==> src/logic/cpu_bus_pkg.sv <==
/*
  CPU-side bus views seen by the debug unit.
  Execution-unit memory bus and frontend decode information.
*/
package cpu_bus_pkg;

  // CPU address width
  typedef logic [15:0] cpu_addr_t;

  // Execution-unit data bus
  typedef struct packed {
    // Memory address bus
    cpu_addr_t   mab;
    // Memory bus enable
    logic        mb_en;
    // Byte write enables, zero for a read
    logic [1:0]  mb_wr;
  } eu_bus_t;

  // Frontend at instruction decode
  typedef struct packed {
    // Program counter of the decoded instruction
    cpu_addr_t pc;
    // Decode of a real instruction, not an IRQ
    logic      decode_noirq;
  } fe_bus_t;

endpackage

==> src/logic/dbg_brk_pkg.sv <==
/*
  Debug-side definitions for the hardware breakpoint subsystem.
  Host register map, breakpoint control bits, trace record and widths.
*/
package dbg_brk_pkg;

  // Host side widths
  typedef logic [15:0] dbg_data_t;
  typedef logic [3:0]  dbg_reg_addr_t;

  // Breakpoint unit registers
  typedef logic [15:0] brk_addr_t;
  typedef logic [4:0]  brk_ctl_t;
  // Bits 0..5: addr0_rd, addr0_wr, addr1_rd, addr1_wr, range_rd, range_wr
  typedef logic [5:0]  brk_stat_t;
  // One-hot select within a unit
  typedef logic [3:0]  brk_sel_t;

  localparam int unsigned BRK_UNITS = 2;

  // Select bit of each register inside a unit
  localparam int unsigned SEL_CTL   = 0;
  localparam int unsigned SEL_STAT  = 1;
  localparam int unsigned SEL_ADDR0 = 2;
  localparam int unsigned SEL_ADDR1 = 3;

  // CTL bit positions
  localparam int unsigned BRK_MODE_RD = 0;
  localparam int unsigned BRK_MODE_WR = 1;
  localparam int unsigned BRK_EN      = 2;
  localparam int unsigned BRK_I_EN    = 3;
  localparam int unsigned BRK_RANGE   = 4;

  // Range comparator present
  localparam logic HWBRK_RANGE = 1'b1;

  // Trace buffer
  localparam int unsigned TRACE_DEPTH = 4;
  typedef logic [2:0] trace_cnt_t;
  typedef logic [$clog2(TRACE_DEPTH)-1:0] trace_ptr_t;

  typedef struct packed {
    brk_addr_t addr;
    logic      inst;
    brk_stat_t stat0;
    brk_stat_t stat1;
  } trace_rec_t;

  // Host register map
  localparam dbg_reg_addr_t BRK0_BASE  = 4'd0;
  localparam dbg_reg_addr_t BRK1_BASE  = 4'd4;
  localparam dbg_reg_addr_t TRACE_ADDR = 4'd8;
  localparam dbg_reg_addr_t TRACE_INFO = 4'd9;
  localparam dbg_reg_addr_t TRACE_STAT = 4'd10;
  localparam dbg_reg_addr_t CPU_CTL    = 4'd11;

endpackage

==> src/logic/dbg_brk_top.sv <==
/*
  Hardware breakpoint subsystem top.
  Two breakpoint units, the hit trace FIFO, the halt controller
  and the host register decoder.
*/
`timescale 1ns/100ps

module dbg_brk_top
  import dbg_brk_pkg::*, cpu_bus_pkg::*;
(
  input  logic          dbg_clk,
  input  logic          dbg_rst,
  // Host side
  input  dbg_reg_addr_t dbg_addr,
  input  dbg_data_t     dbg_din,
  input  logic          dbg_rd,
  input  logic          dbg_wr,
  output dbg_data_t     dbg_dout,
  // CPU side
  input  eu_bus_t       eu,
  input  fe_bus_t       fe,
  output logic          cpu_halt,
  output logic          brk_pnd
);

  brk_sel_t             brk0_rd;
  brk_sel_t             brk0_wr;
  brk_sel_t             brk1_rd;
  brk_sel_t             brk1_wr;
  dbg_data_t            brk0_dout;
  dbg_data_t            brk1_dout;
  brk_stat_t            stat_set0;
  brk_stat_t            stat_set1;
  logic                 brk_pnd0;
  logic                 brk_pnd1;
  logic                 brk_halt0;
  logic                 brk_halt1;
  trace_rec_t           head;
  trace_cnt_t           count;
  logic                 overflow;
  logic                 trace_pop;
  logic                 ovf_clr;
  logic                 resume;
  logic [BRK_UNITS-1:0] cause;

  ////////////////////
  // Breakpoint units
  ////////////////////

  dbg_hwbrk u_brk0 (
    .dbg_clk, .dbg_rst, .brk_rd(brk0_rd), .brk_wr(brk0_wr), .dbg_din, .eu, .fe,
    .brk_dout(brk0_dout), .stat_set(stat_set0), .brk_pnd(brk_pnd0), .brk_halt(brk_halt0)
  );

  dbg_hwbrk u_brk1 (
    .dbg_clk, .dbg_rst, .brk_rd(brk1_rd), .brk_wr(brk1_wr), .dbg_din, .eu, .fe,
    .brk_dout(brk1_dout), .stat_set(stat_set1), .brk_pnd(brk_pnd1), .brk_halt(brk_halt1)
  );

  assign brk_pnd = brk_pnd0 | brk_pnd1;

  // Hit history
  dbg_brk_trace_fifo u_trace (
    .dbg_clk, .dbg_rst, .stat0(stat_set0), .stat1(stat_set1), .eu, .fe,
    .trace_pop, .ovf_clr, .head, .count, .overflow
  );

  // CPU halt
  dbg_halt_ctl u_halt (
    .dbg_clk, .dbg_rst, .brk_halt0, .brk_halt1, .resume, .cpu_halt, .cause
  );

  // Host registers
  dbg_reg_decoder u_dec (
    .dbg_addr, .dbg_din, .dbg_rd, .dbg_wr, .brk0_dout, .brk1_dout,
    .head, .count, .overflow, .cpu_halt, .cause, .dbg_dout,
    .brk0_rd, .brk0_wr, .brk1_rd, .brk1_wr, .trace_pop, .ovf_clr, .resume
  );

endmodule

==> src/logic/dbg_brk_trace_fifo.sv <==
/*
  Breakpoint hit trace buffer.
  Records each hit cycle from both units into a small circular FIFO,
  flags a sticky overflow when a hit arrives while full.
*/
`timescale 1ns/100ps

module dbg_brk_trace_fifo
  import dbg_brk_pkg::*, cpu_bus_pkg::*;
(
  input  logic       dbg_clk,
  input  logic       dbg_rst,
  input  brk_stat_t  stat0,
  input  brk_stat_t  stat1,
  input  eu_bus_t    eu,
  input  fe_bus_t    fe,
  input  logic       trace_pop,
  input  logic       ovf_clr,
  output trace_rec_t head,
  output trace_cnt_t count,
  output logic       overflow
);

  trace_rec_t mem [TRACE_DEPTH];
  trace_ptr_t wr_ptr;
  trace_ptr_t rd_ptr;
  trace_rec_t rec;
  logic       push;
  logic       pop;
  logic       full;
  logic       push_ok;

  // Record for this cycle
  // With both buses active the data flow is recorded
  assign rec.inst  = fe.decode_noirq & ~eu.mb_en;
  assign rec.addr  = rec.inst ? fe.pc : eu.mab;
  assign rec.stat0 = stat0;
  assign rec.stat1 = stat1;

  assign push    = (|stat0) | (|stat1);
  assign pop     = trace_pop & (count != '0);
  assign full    = (count == trace_cnt_t'(TRACE_DEPTH));
  // A pop in the same cycle frees a slot
  assign push_ok = push & (~full | pop);

  // Storage
  always_ff @(posedge dbg_clk) begin
    if (push_ok) begin
      mem[wr_ptr] <= rec;
    end
  end

  // Pointers and fill level
  always_ff @(posedge dbg_clk or posedge dbg_rst) begin
    if (dbg_rst) begin
      wr_ptr <= '0;
      rd_ptr <= '0;
      count  <= '0;
    end else begin
      if (push_ok) begin
        wr_ptr <= wr_ptr + 1'b1;
      end
      if (pop) begin
        rd_ptr <= rd_ptr + 1'b1;
      end
      if (push_ok && !pop) begin
        count <= count + 1'b1;
      end else if (pop && !push_ok) begin
        count <= count - 1'b1;
      end
    end
  end

  // Sticky overflow, a drop in the clear cycle keeps it set
  always_ff @(posedge dbg_clk or posedge dbg_rst) begin
    if (dbg_rst) begin
      overflow <= 1'b0;
    end else if (push && !push_ok) begin
      overflow <= 1'b1;
    end else if (ovf_clr) begin
      overflow <= 1'b0;
    end
  end

  assign head = mem[rd_ptr];

endmodule

==> src/logic/dbg_halt_ctl.sv <==
/*
  CPU halt controller.
  Latches halt requests from the breakpoint units with their cause
  and releases the CPU on a host resume.
*/
`timescale 1ns/100ps

module dbg_halt_ctl
  import dbg_brk_pkg::*;
(
  input  logic                 dbg_clk,
  input  logic                 dbg_rst,
  input  logic                 brk_halt0,
  input  logic                 brk_halt1,
  input  logic                 resume,
  output logic                 cpu_halt,
  output logic [BRK_UNITS-1:0] cause
);

  typedef enum logic {
    HALT_RUN,
    HALT_STOP
  } halt_state_t;

  halt_state_t          state;
  halt_state_t          state_nxt;
  logic [BRK_UNITS-1:0] req;

  // Bit n set when unit n requests a halt
  assign req = {brk_halt1, brk_halt0};

  // New request beats a resume in the same cycle
  always_comb begin
    state_nxt = state;
    if (|req) begin
      state_nxt = HALT_STOP;
    end else if (resume) begin
      state_nxt = HALT_RUN;
    end
  end

  always_ff @(posedge dbg_clk or posedge dbg_rst) begin
    if (dbg_rst) begin
      state <= HALT_RUN;
      cause <= '0;
    end else begin
      state <= state_nxt;
      // Resume drops old causes, new requests still land
      cause <= (resume ? '0 : cause) | req;
    end
  end

  assign cpu_halt = (state == HALT_STOP);

endmodule

==> src/logic/dbg_hwbrk.sv <==
/*
  Hardware breakpoint / watchpoint unit.
  Holds CTL, STAT, ADDR0 and ADDR1, compares the data or instruction
  address against them and raises sticky hit flags and a halt request.
*/
`timescale 1ns/100ps

module dbg_hwbrk
  import dbg_brk_pkg::*, cpu_bus_pkg::*;
(
  input  logic      dbg_clk,
  input  logic      dbg_rst,
  input  brk_sel_t  brk_rd,
  input  brk_sel_t  brk_wr,
  input  dbg_data_t dbg_din,
  input  eu_bus_t   eu,
  input  fe_bus_t   fe,
  output dbg_data_t brk_dout,
  output brk_stat_t stat_set,
  output logic      brk_pnd,
  output logic      brk_halt
);

  brk_ctl_t  brk_ctl;
  brk_stat_t brk_stat;
  brk_addr_t brk_addr0;
  brk_addr_t brk_addr1;

  // Comparator inputs
  brk_addr_t src_addr;
  logic      src_vld;
  logic      src_wr;
  logic      range_mode;
  logic      hit_addr0;
  logic      hit_addr1;
  logic      hit_range;

  ////////////////////
  // Registers
  ////////////////////

  // CTL, range bit only kept when range support is built in
  always_ff @(posedge dbg_clk or posedge dbg_rst) begin
    if (dbg_rst) begin
      brk_ctl <= '0;
    end else if (brk_wr[SEL_CTL]) begin
      brk_ctl <= {HWBRK_RANGE & dbg_din[BRK_RANGE], dbg_din[BRK_I_EN:BRK_MODE_RD]};
    end
  end

  // STAT, sticky flags
  // Write keeps flags whose data bit is 1, new hits always win
  always_ff @(posedge dbg_clk or posedge dbg_rst) begin
    if (dbg_rst) begin
      brk_stat <= '0;
    end else if (brk_wr[SEL_STAT]) begin
      brk_stat <= (brk_stat & dbg_din[5:0]) | stat_set;
    end else begin
      brk_stat <= brk_stat | stat_set;
    end
  end

  // Address registers
  always_ff @(posedge dbg_clk or posedge dbg_rst) begin
    if (dbg_rst) begin
      brk_addr0 <= '0;
      brk_addr1 <= '0;
    end else begin
      if (brk_wr[SEL_ADDR0]) begin
        brk_addr0 <= dbg_din;
      end
      if (brk_wr[SEL_ADDR1]) begin
        brk_addr1 <= dbg_din;
      end
    end
  end

  ////////////////////
  // Read data
  ////////////////////

  // Zero when this unit is not selected
  always_comb begin
    brk_dout = '0;
    if (brk_rd[SEL_CTL]) begin
      brk_dout = brk_dout | dbg_data_t'(brk_ctl);
    end
    if (brk_rd[SEL_STAT]) begin
      brk_dout = brk_dout | dbg_data_t'(brk_stat);
    end
    if (brk_rd[SEL_ADDR0]) begin
      brk_dout = brk_dout | brk_addr0;
    end
    if (brk_rd[SEL_ADDR1]) begin
      brk_dout = brk_dout | brk_addr1;
    end
  end

  ////////////////////
  // Comparators
  ////////////////////

  // Instruction flow when I_EN is set, data flow otherwise
  assign src_addr   = brk_ctl[BRK_I_EN] ? fe.pc : eu.mab;
  assign src_vld    = brk_ctl[BRK_I_EN] ? fe.decode_noirq : eu.mb_en;
  // Instruction fetches only count as reads
  assign src_wr     = ~brk_ctl[BRK_I_EN] & (|eu.mb_wr);
  assign range_mode = HWBRK_RANGE & brk_ctl[BRK_RANGE];

  assign hit_addr0 = src_vld & ~range_mode & (src_addr == brk_addr0);
  assign hit_addr1 = src_vld & ~range_mode & (src_addr == brk_addr1);
  assign hit_range = src_vld & range_mode &
                     (src_addr >= brk_addr0) & (src_addr <= brk_addr1);

  // Flags allowed by the access mode bits
  always_comb begin
    stat_set    = '0;
    stat_set[0] = brk_ctl[BRK_MODE_RD] & hit_addr0 & ~src_wr;
    stat_set[1] = brk_ctl[BRK_MODE_WR] & hit_addr0 & src_wr;
    stat_set[2] = brk_ctl[BRK_MODE_RD] & hit_addr1 & ~src_wr;
    stat_set[3] = brk_ctl[BRK_MODE_WR] & hit_addr1 & src_wr;
    stat_set[4] = brk_ctl[BRK_MODE_RD] & hit_range & ~src_wr;
    stat_set[5] = brk_ctl[BRK_MODE_WR] & hit_range & src_wr;
  end

  // Pending while any flag is up
  assign brk_pnd  = |brk_stat;
  // Halt request in the hit cycle when break mode is on
  assign brk_halt = brk_ctl[BRK_EN] & (|stat_set);

endmodule

==> src/logic/dbg_reg_decoder.sv <==
/*
  Debug host register decoder.
  Maps host addresses onto unit selects and side-effect strobes
  and multiplexes the read data.
*/
`timescale 1ns/100ps

module dbg_reg_decoder
  import dbg_brk_pkg::*;
(
  input  dbg_reg_addr_t        dbg_addr,
  input  dbg_data_t            dbg_din,
  input  logic                 dbg_rd,
  input  logic                 dbg_wr,
  input  dbg_data_t            brk0_dout,
  input  dbg_data_t            brk1_dout,
  input  trace_rec_t           head,
  input  trace_cnt_t           count,
  input  logic                 overflow,
  input  logic                 cpu_halt,
  input  logic [BRK_UNITS-1:0] cause,
  output dbg_data_t            dbg_dout,
  output brk_sel_t             brk0_rd,
  output brk_sel_t             brk0_wr,
  output brk_sel_t             brk1_rd,
  output brk_sel_t             brk1_wr,
  output logic                 trace_pop,
  output logic                 ovf_clr,
  output logic                 resume
);

  logic     in_brk0;
  logic     in_brk1;
  logic     trace_vld;
  brk_sel_t reg_sel;

  ////////////////////
  // Address decode
  ////////////////////

  // Each unit owns an aligned block of four registers
  assign in_brk0 = (dbg_addr[3:2] == BRK0_BASE[3:2]);
  assign in_brk1 = (dbg_addr[3:2] == BRK1_BASE[3:2]);
  assign reg_sel = brk_sel_t'(1) << dbg_addr[1:0];

  assign brk0_rd = (in_brk0 & dbg_rd) ? reg_sel : '0;
  assign brk0_wr = (in_brk0 & dbg_wr) ? reg_sel : '0;
  assign brk1_rd = (in_brk1 & dbg_rd) ? reg_sel : '0;
  assign brk1_wr = (in_brk1 & dbg_wr) ? reg_sel : '0;

  // Side-effect strobes
  assign trace_vld = (count != '0);
  assign trace_pop = dbg_rd & (dbg_addr == TRACE_INFO) & trace_vld;
  assign ovf_clr   = dbg_wr & (dbg_addr == TRACE_STAT) & dbg_din[0];
  assign resume    = dbg_wr & (dbg_addr == CPU_CTL) & dbg_din[0];

  ////////////////////
  // Read mux
  ////////////////////

  always_comb begin
    dbg_dout = '0;
    if (dbg_rd) begin
      case (dbg_addr)
        TRACE_ADDR: begin
          dbg_dout = trace_vld ? head.addr : '0;
        end
        // stat0 in 5:0, stat1 in 11:6, inst in 12
        TRACE_INFO: begin
          dbg_dout = trace_vld ? dbg_data_t'({head.inst, head.stat1, head.stat0}) : '0;
        end
        TRACE_STAT: dbg_dout = dbg_data_t'({overflow, count});
        CPU_CTL:    dbg_dout = dbg_data_t'({cause, cpu_halt});
        // Units return zero unless selected
        default:    dbg_dout = brk0_dout | brk1_dout;
      endcase
    end
  end

endmodule

==> config.mk <==
export PLATFORM = sky130hd
export DESIGN_NAME = dbg_brk_top
export DESIGN_NICKNAME = d
export VERILOG_FILES = /design/src/logic/cpu_bus_pkg.sv /design/src/logic/dbg_brk_pkg.sv /design/src/logic/dbg_brk_top.sv /design/src/logic/dbg_brk_trace_fifo.sv /design/src/logic/dbg_halt_ctl.sv /design/src/logic/dbg_hwbrk.sv /design/src/logic/dbg_reg_decoder.sv
export SDC_FILE = /design/constraint.sdc
export NUM_CORES = 1
export LEC_CHECK = 0
export CELL_PAD_IN_SITES_DETAIL_PLACEMENT = 0
export CELL_PAD_IN_SITES_GLOBAL_PLACEMENT = 1
export CORE_UTILIZATION = 56
export CTS_CLUSTER_DIAMETER = 80
export CTS_CLUSTER_SIZE = 40
export DETAILED_ROUTE_END_ITERATION = 10
export DONT_BUFFER_PORTS = 1
export PLACE_DENSITY = 0.95
export SLEW_MARGIN = 10
export SYNTH_ARGS = -nofsm -noshare
export SYNTH_HDL_FRONTEND = slang
export SYNTH_SLANG_ARGS = --single-unit
==> constraint.sdc <==
create_clock -name dbg_clk -period 8.7 [get_ports dbg_clk]
set_input_delay 0 -clock dbg_clk [delete_from_list [all_inputs] [get_ports dbg_clk]]
set_output_delay 0 -clock dbg_clk [all_outputs]
set_load 0.02 [all_outputs]
Word level (Yosys, flattened, before mapping)
Memory sizes are Yosys's and may differ from the RTL's.
Cells that the tools add are included.

word-level totals
  logic and storage cells = 160
  flip-flop bits (word level) = 97
  memories kept = 1
  input port bits = 60
  RAM bits = 116

memories
  memory       words  width  rd ports  clocked after Yosys merged registers in  write ports  RTL line                  RTL
  u_trace.mem  4      29     1         0                                        1            dbg_brk_trace_fifo.sv:24  trace_rec_t mem [TRACE_DEPTH];

operators by class
  shift operators = 1
  reductions and logical operators = 16
  bitwise gates (word level) = 78
  magnitude comparators = 4
  muxes and demuxes = 32
  equality and inequality tests = 10
  $add $sub $neg = 4

operators by type and width
  kind                                             count
  2-to-1 mux 16 bit                                11
  bitwise OR 16 bit                                5
  equality test 16 bit                             4
  case mux 16 bit (4 select lines)                 1
  bitwise AND 1 bit                                53
  greater-or-equal comparator 16 bit               2
  less-or-equal comparator 16 bit                  2
  bitwise OR 6 bit                                 4
  OR reduction 6 bit                               4
  equality test 4 bit, second input constant       4
  2-to-1 mux 4 bit                                 4
  2-to-1 mux 13 bit                                1
  bitwise AND 6 bit                                2
  2-to-1 mux 6 bit                                 2
  bitwise OR 5 x 6 -> 6 bit                        2
  2-to-1 mux 5 bit                                 2
  2-to-1 mux 1 bit                                 8
  inverter 1 bit                                   8
  2-to-1 mux 3 bit                                 2
  nonzero test 2 bit                               3
  adder 2 x 1 -> 2 bit, second input constant      2
  OR reduction 2 bit                               2
  left shift 1 x 2 -> 4 bit, first input constant  1
  adder 3 x 1 -> 3 bit, second input constant      1
  10 further kinds                                 15

Longest topological paths before layout
  depth in word-level cells = 13
  gate-level depth with buffers = 16
  gate-level depth less buffers = 13

Cells and area by module
A second synthesis with hierarchy kept.

unflattened totals
  cells, all modules = 962
  area total of the unflattened synthesis = 11,458.5 um2

by module, submodules not included
  module               times used  cells an instance  area each (um2)  seq. area each (um2)
  dbg_brk_trace_fifo   1           212                4,922.2          3,683.5
  dbg_hwbrk at u_brk1  1           313                2,881.5          1,076.0
  dbg_hwbrk at u_brk0  1           314                2,860.2          1,076.0
  dbg_reg_decoder      1           114                679.4            0.0
  dbg_halt_ctl         1           8                  108.9            75.1
  dbg_brk_top          1           1                  6.3              0.0

Worst setup path before layout
Ideal clock, no wire load.

  path kind = flip-flop to flip-flop
  start = register u_brk0.brk_ctl[3]
  end = memory u_trace.mem[0][0] (netlist name) (enable)
  buffers on the path = 3
  path slack = 4.388 ns
  arrival = 3.923 ns
  library setup time = 0.389 ns
  data required time = 8.311 ns
  stages on the path, launching flop included = 13
  period minus slack after synthesis = 4.312 ns
  cells stage by stage = dfrtp_1 buf_1 buf_1 mux2_2 ha_1 and4_1 nand3_1 or4_1 buf_2 o31ai_2 a31oi_2 a21oi_4 and2_1

on the way
  word-level cells in the longest chain between the ends = 11
  elaborated cells between the ends (all ways) = 32
  classes of those cells = 2 x order compare; 2 x eq/ne; 4 x mux; 23 x bitwise; 1 x reduce/logical

RTL lines
  element                                                                  RTL line                            RTL
  start, declared                                                          dbg_hwbrk.sv:24                     brk_ctl_t brk_ctl;
  start signal, assigned                                                   dbg_hwbrk.sv:47                     brk_ctl <= {HWBRK_RANGE & dbg_din[BRK_RANGE], dbg_din[BRK_I_EN:BRK_MODE_RD]};
  2-to-1 mux 16 bit or 2-to-1 mux 1 bit (tied branches)                    dbg_hwbrk.sv:104, dbg_hwbrk.sv:105
  greater-or-equal comparator 16 bit or bitwise AND 1 bit (tied branches)  dbg_hwbrk.sv:113, dbg_hwbrk.sv:112
  bitwise AND 1 bit                                                        dbg_hwbrk.sv:112                    assign hit_range = src_vld & range_mode &
  bitwise AND 1 bit                                                        dbg_hwbrk.sv:113                    (src_addr >= brk_addr0) & (src_addr <= brk_addr1);
  bitwise AND 1 bit, on equally long branches (2 in series)                dbg_hwbrk.sv:122, dbg_hwbrk.sv:123
  OR reduction 6 bit *                                                     dbg_brk_trace_fifo.sv:40            assign push = (|stat0) | (|stat1);
  bitwise OR 1 bit *                                                       dbg_brk_trace_fifo.sv:40
  bitwise AND 1 bit *                                                      dbg_brk_trace_fifo.sv:44            assign push_ok = push & (~full | pop);
  net u_trace.push_ok                                                      dbg_brk_trace_fifo.sv:31            logic push_ok;
  2-to-1 mux 1 bit *                                                       dbg_brk_trace_fifo.sv:48            if (push_ok) begin
  2-to-1 mux 1 bit (implied by the code) *                                 dbg_brk_trace_fifo.sv:49            mem[wr_ptr] <= rec;
  end, declared                                                            dbg_brk_trace_fifo.sv:24

The timed path passes the listed nets; every way through them passes the cells marked *.

Worst setup path after layout
  start = register u_brk1.brk_ctl[3]
  end = memory u_trace.mem[1][19] (netlist name) (enable)

on the way
  word-level cells in the longest chain between the ends = 11
  elaborated cells between the ends (all ways) = 32
  classes of those cells = 2 x order compare; 2 x eq/ne; 4 x mux; 23 x bitwise; 1 x reduce/logical

RTL lines
  element                                                                  RTL line
  start, declared                                                          dbg_hwbrk.sv:24
  start signal, assigned                                                   dbg_hwbrk.sv:47
  2-to-1 mux 16 bit or 2-to-1 mux 1 bit (tied branches)                    dbg_hwbrk.sv:104, dbg_hwbrk.sv:105
  greater-or-equal comparator 16 bit or bitwise AND 1 bit (tied branches)  dbg_hwbrk.sv:113, dbg_hwbrk.sv:112
  bitwise AND 1 bit                                                        dbg_hwbrk.sv:112
  bitwise AND 1 bit                                                        dbg_hwbrk.sv:113
  bitwise AND 1 bit, on equally long branches (2 in series)                dbg_hwbrk.sv:122, dbg_hwbrk.sv:123
  OR reduction 6 bit *                                                     dbg_brk_trace_fifo.sv:40
  bitwise OR 1 bit *                                                       dbg_brk_trace_fifo.sv:40
  bitwise AND 1 bit *                                                      dbg_brk_trace_fifo.sv:44
  net u_trace.push_ok                                                      dbg_brk_trace_fifo.sv:31
  2-to-1 mux 1 bit *                                                       dbg_brk_trace_fifo.sv:48
  2-to-1 mux 1 bit (implied by the code) *                                 dbg_brk_trace_fifo.sv:49

Marks and branches as above.

==> results.txt <==
----------------------------------------------------
[Clock network]
  H-tree levels ... 1
  Clock root buffer master ... sky130_fd_sc_hd__clkbuf_16
  Clock buffer count from CTS ... 12
  Number of sinks on the clock net ... 213
  Clock latency of the later-clocked register in the worst-skew pair ... 0.50 ns
  Clock slew at the register clock pins of the worst setup and hold paths ... 0.13 ns
  Clock tree from TritonCTS ... yes
  Buffers from clock root to sink, at most ... 3

[Global route]
  All-layer global routing usage ... 31.1%
  Vias in the first global route ... 8,073
  Maximum number of pins on one net before global-route repair ... 80
  Remaining global-route overflow ... 0
  Global-route wire length before repair ... 46,900 um
  Number of antenna violations at the first check in global routing ... 2

[Synth]
  Dominant cell type by area after synthesis ... sky130_fd_sc_hd__edfxtp_1
  Synthesized net count ... 1,054
  Post-synth ARST share ... 45.5%
  Part of the Yosys area used for sequential elements ... 52.6%
  FF+latch count, synth ... 213
  Number of flops mapped to enable cells by yosys ... 116
  Fraction of synthesized cell area taken by the top area cell type ... 31.0%
  Cell area after technology mapping ... 11,200 um^2
  Dominant register cell in the synthesized netlist ... sky130_fd_sc_hd__edfxtp_1
  Ranking of synthesized cells by area ... sky130_fd_sc_hd__edfxtp_1 (31%), sky130_fd_sc_hd__dfrtp_1 (22%), sky130_fd_sc_hd__mux2_2 (7.8%)
  Synth cell types ... 62
  Mapped Cells ... 924
  Number of warnings issued by yosys ... 0
  Synthesized area per cell ... 12.2 um^2

[Floorplanning]
  Num ports ... 78
  Area of the die ... 20,600 um^2
  Die H ... 144 um
  Starting Density ... 57.4%
  Placeable core region ... 19,600 um^2
  Die width ... 144 um
  Site row count ... 51

[Critical path]
  Required time at the endpoint of the critical path ... 8.84 ns
  Critical-path cell with the highest stage delay ... sky130_fd_sc_hd__dfrtp_1
  Worst path buffer plus inverter count ... 2
  Kind of end point of the critical path ... flip-flop
  Startpoint Class ... flip-flop
  Chain of cells forming the critical path ... mux2_2 > ha_1 > nand4_1 > nor4_1 > inv_1 > o311ai_0 > a41oi_1 > a21oi_4 > and2_1 > buf_4
  Cell type group with the largest total delay on the critical path ... compound AO/OA/AOI/OAI gates
  Critical path class ... flip-flop to flip-flop
  Data arrival time of the critical path ... 4.75 ns
  Maximum net fanout on the critical path ... 29
  Critical path's largest stage delay ... 0.95 ns

[Power]
  Sequential group share of total power ... 48.1%
  Switching share of total power ... 32.8%
  Total power density per cell area ... 221 nW/um^2
  Internal power component ... 1870 uW
  Clock power frac ... 24.3%
  Lkg Pwr ... 0.00492 uW
  Switch Pwr ... 913 uW
  Proportion of power drawn by combinational gates ... 27.6%
  Max VDD drop ... 0.000185 V

[Detailed routing]
  Routed length per instance ... 24.9 um
  Count of TritonRoute iterations in the first routing pass ... 6
  Initial DRC Count ... 742
  Antenna Nets Post-Route ... 0
  Ratio of routed vias to standard cells ... 6.44
  Total number of vias ... 8,023
  Aggregate routed wire length ... 31,000 um
  Remaining routing DRC violations ... 0

[STA]
  Final critical path time including I/O delays and setup ... 4.62 ns
  Unrepaired setup endpoints after global routing ... no
  Max Clock Skew ... 0.0301 ns
  Least-Margin Pin Slew ... 1.24 ns
  Final clock period utilization by the worst path ... 53.1%
  Hold Violations, Final ... 0
  Top achievable clock speed ... 217 MHz
  Final Setup Violations ... 0
  Slew margin rel. ... 17.1%
  Total negative setup slack ... 0 ns
  Slew Limit Fails ... 0

[Flow run]
  Max-cap check violation count ... 0

[Hold path]
  Class of the most critical hold timing path ... primary input to flip-flop

[Place]
  Total half-perimeter wirelength after legalization and detailed placement ... 21,900 um
  Placed cell areas ... 11,500 um^2
  PortBufs ... 0
  Final Wtd Congestion ... 0.986

[Final layout]
  Fraction of final layout cells sized beyond drive strength 1 ... 16.4%
  FILL cells ... 1,471
  Fin area ... 12,600 um^2
  Area growth from synthesis to final layout ... 11.9%
  NumNets Final ... 1,102

[Outcome]
  Outcome ... completed

----------------------------------------------------
[through the flow]
stage | power, uW | worst slack [ns] | hold slack [ns] | cells | utilization, %
2_1_floorplan | 1870 | 4.39 | 0.117 | 924 | -
3_3_place_gp | 2050 | 4.44 | -0.168 | 1160 | 58.8
3_5_place_dp | 2070 | 4.19 | -0.168 | 1160 | 58.8
4_1_cts | 2770 | 4.20 | 0.00506 | 1243 | 64.2
5_1_grt | 2910 | 3.76 | 0.0500 | 1244 | 64.2
6_report | 2780 | 4.08 | 0.0240 | 1246 | 64.2
[cell usage in the layout (no fill, tap or decap), drive strengths merged, types with 13 or more instances in the layout]
cell type / instances
dfrtp: 97
o21ai: 85
dlygate4sd3: 63
clkbuf: 13
a22oi: 34
nand2: 73
edfxtp: 116
nand4: 17
a21oi: 35
nand3: 13
mux2: 79
nor2: 30
inv: 75
mux4: 30
ha: 69
mux2i: 14
[registers in the layout (all words and copies together), names as in the netlist]
register          count
u_brk0.brk_addr1     16
u_halt.cause          2
u_trace.count         3
u_brk1.brk_addr0     16
u_halt.cpu_halt       1
u_brk1.brk_ctl        5
u_trace.rd_ptr        2
u_trace.overflow      1
u_brk1.brk_addr1     16
u_brk1.brk_stat       6
u_trace.wr_ptr        2
u_brk0.brk_ctl        5
u_brk0.brk_addr0     16
u_trace.mem         116
u_brk0.brk_stat       6
[final timing paths]
| path | startpoint | to | slack, ns | cells past startpoint |
|---|---|---|---|---|
| worst max-delay path | u_brk1.brk_ctl[3] | u_trace.mem[1][19] | 4.08 | 10 |
| worst min-delay path | eu[1] | u_brk0.brk_stat[5] | 0.02 | 4 |
| worst max register to register | u_brk1.brk_ctl[3] | u_trace.mem[1][19] | 4.08 | 10 |
| worst min register to register | u_trace.count[0] | u_trace.count[0] | 0.51 | 1 |
| max in group asynchronous | dbg_rst | u_trace.rd_ptr[0] | 7.43 | 3 |
| min in group asynchronous | dbg_rst | u_brk1.brk_addr1[1] | 0.31 | 3 |
[timing repair]
action                    4_1_cts  5_1_grt
hold endpoints to repair      191        0
resized for setup               0        0
buffers inserted                0        0
hold buffers                   63        0
[worst register-to-register path: stages (launching register included)]
cell and delay [ns]:
sky130_fd_sc_hd__dfrtp_1 0.95, sky130_fd_sc_hd__mux2_2 0.45, sky130_fd_sc_hd__ha_1 0.33, sky130_fd_sc_hd__nand4_1 0.18
sky130_fd_sc_hd__nor4_1 0.57, sky130_fd_sc_hd__inv_1 0.15, sky130_fd_sc_hd__o311ai_0 0.17, sky130_fd_sc_hd__a41oi_1 0.46
sky130_fd_sc_hd__a21oi_4 0.39, sky130_fd_sc_hd__and2_1 0.20, sky130_fd_sc_hd__buf_4 0.40
[power by group through the flow]
| stage | Sequential (uW) | Combinational, uW | Clock [uW] |
|---|---|---|---|
| 6_report | 1340 | 768 | 675 |
| 2_1_floorplan | 1270 | 604 | 0 |
| 4_1_cts | 1330 | 755 | 681 |
| 5_1_grt | 1350 | 843 | 716 |
| 3_3_place_gp | 1350 | 696 | 0 |
| 3_5_place_dp | 1350 | 715 | 0 |
[Yosys cell counts, drive strengths merged, types with 3 or more instances]
library cell  number
edfxtp           116
dfrtp             97
o21ai             85
mux2              79
nand2             73
inv               70
ha                69
a21oi             35
a22oi             34
clkbuf            30
mux4              30
nor2              30
nand4             17
mux2i             14
nand3             13
a31oi             12
nor2b             11
and2              10
buf               10
nand2b             9
or2                8
a21o               5
nor3               5
nor4               5
o211ai             5
xnor2              5
a221oi             4
and3               4
a22o               3
nor3b              3
[per-layer routing]
metal	up-vias	part of all wire, %	global-route usage, %
li1	3556	-	-
met1	3916	39	40.2
met2	458	46	48.8
met3	93	11	8.73
met4	0	4.8	14.3
met5	-	0	0
[logic make-up (layout without fill, tap and decap cells)]
group	after synthesis	in the layout	synth area share (%)
DFF	213	213	52.6
AOI/OAI and AO/OA	205	205	11.4
and+or+nand+nor	197	197	8.73
muxes	123	123	15.2
buffers and inverters	110	164	3.71
adders and majority gates	70	70	7.86
xor gates and xnor gates	6	6	0.468
other	0	3	0
[cell type report]
class	count	area (um^2)	share of cell area, %
sequential	213	5910	47.0
clock buffer	13	325	2.59
inverter	70	265	2.11
antenna	3	7.51	0.0597
timing repair buffer	74	713	5.67
clock inverter	7	103	0.816
tap	265	332	2.64
multi-input combinational	601	4920	39.1
No activity file was read; power rests on OpenSTA's default activity.
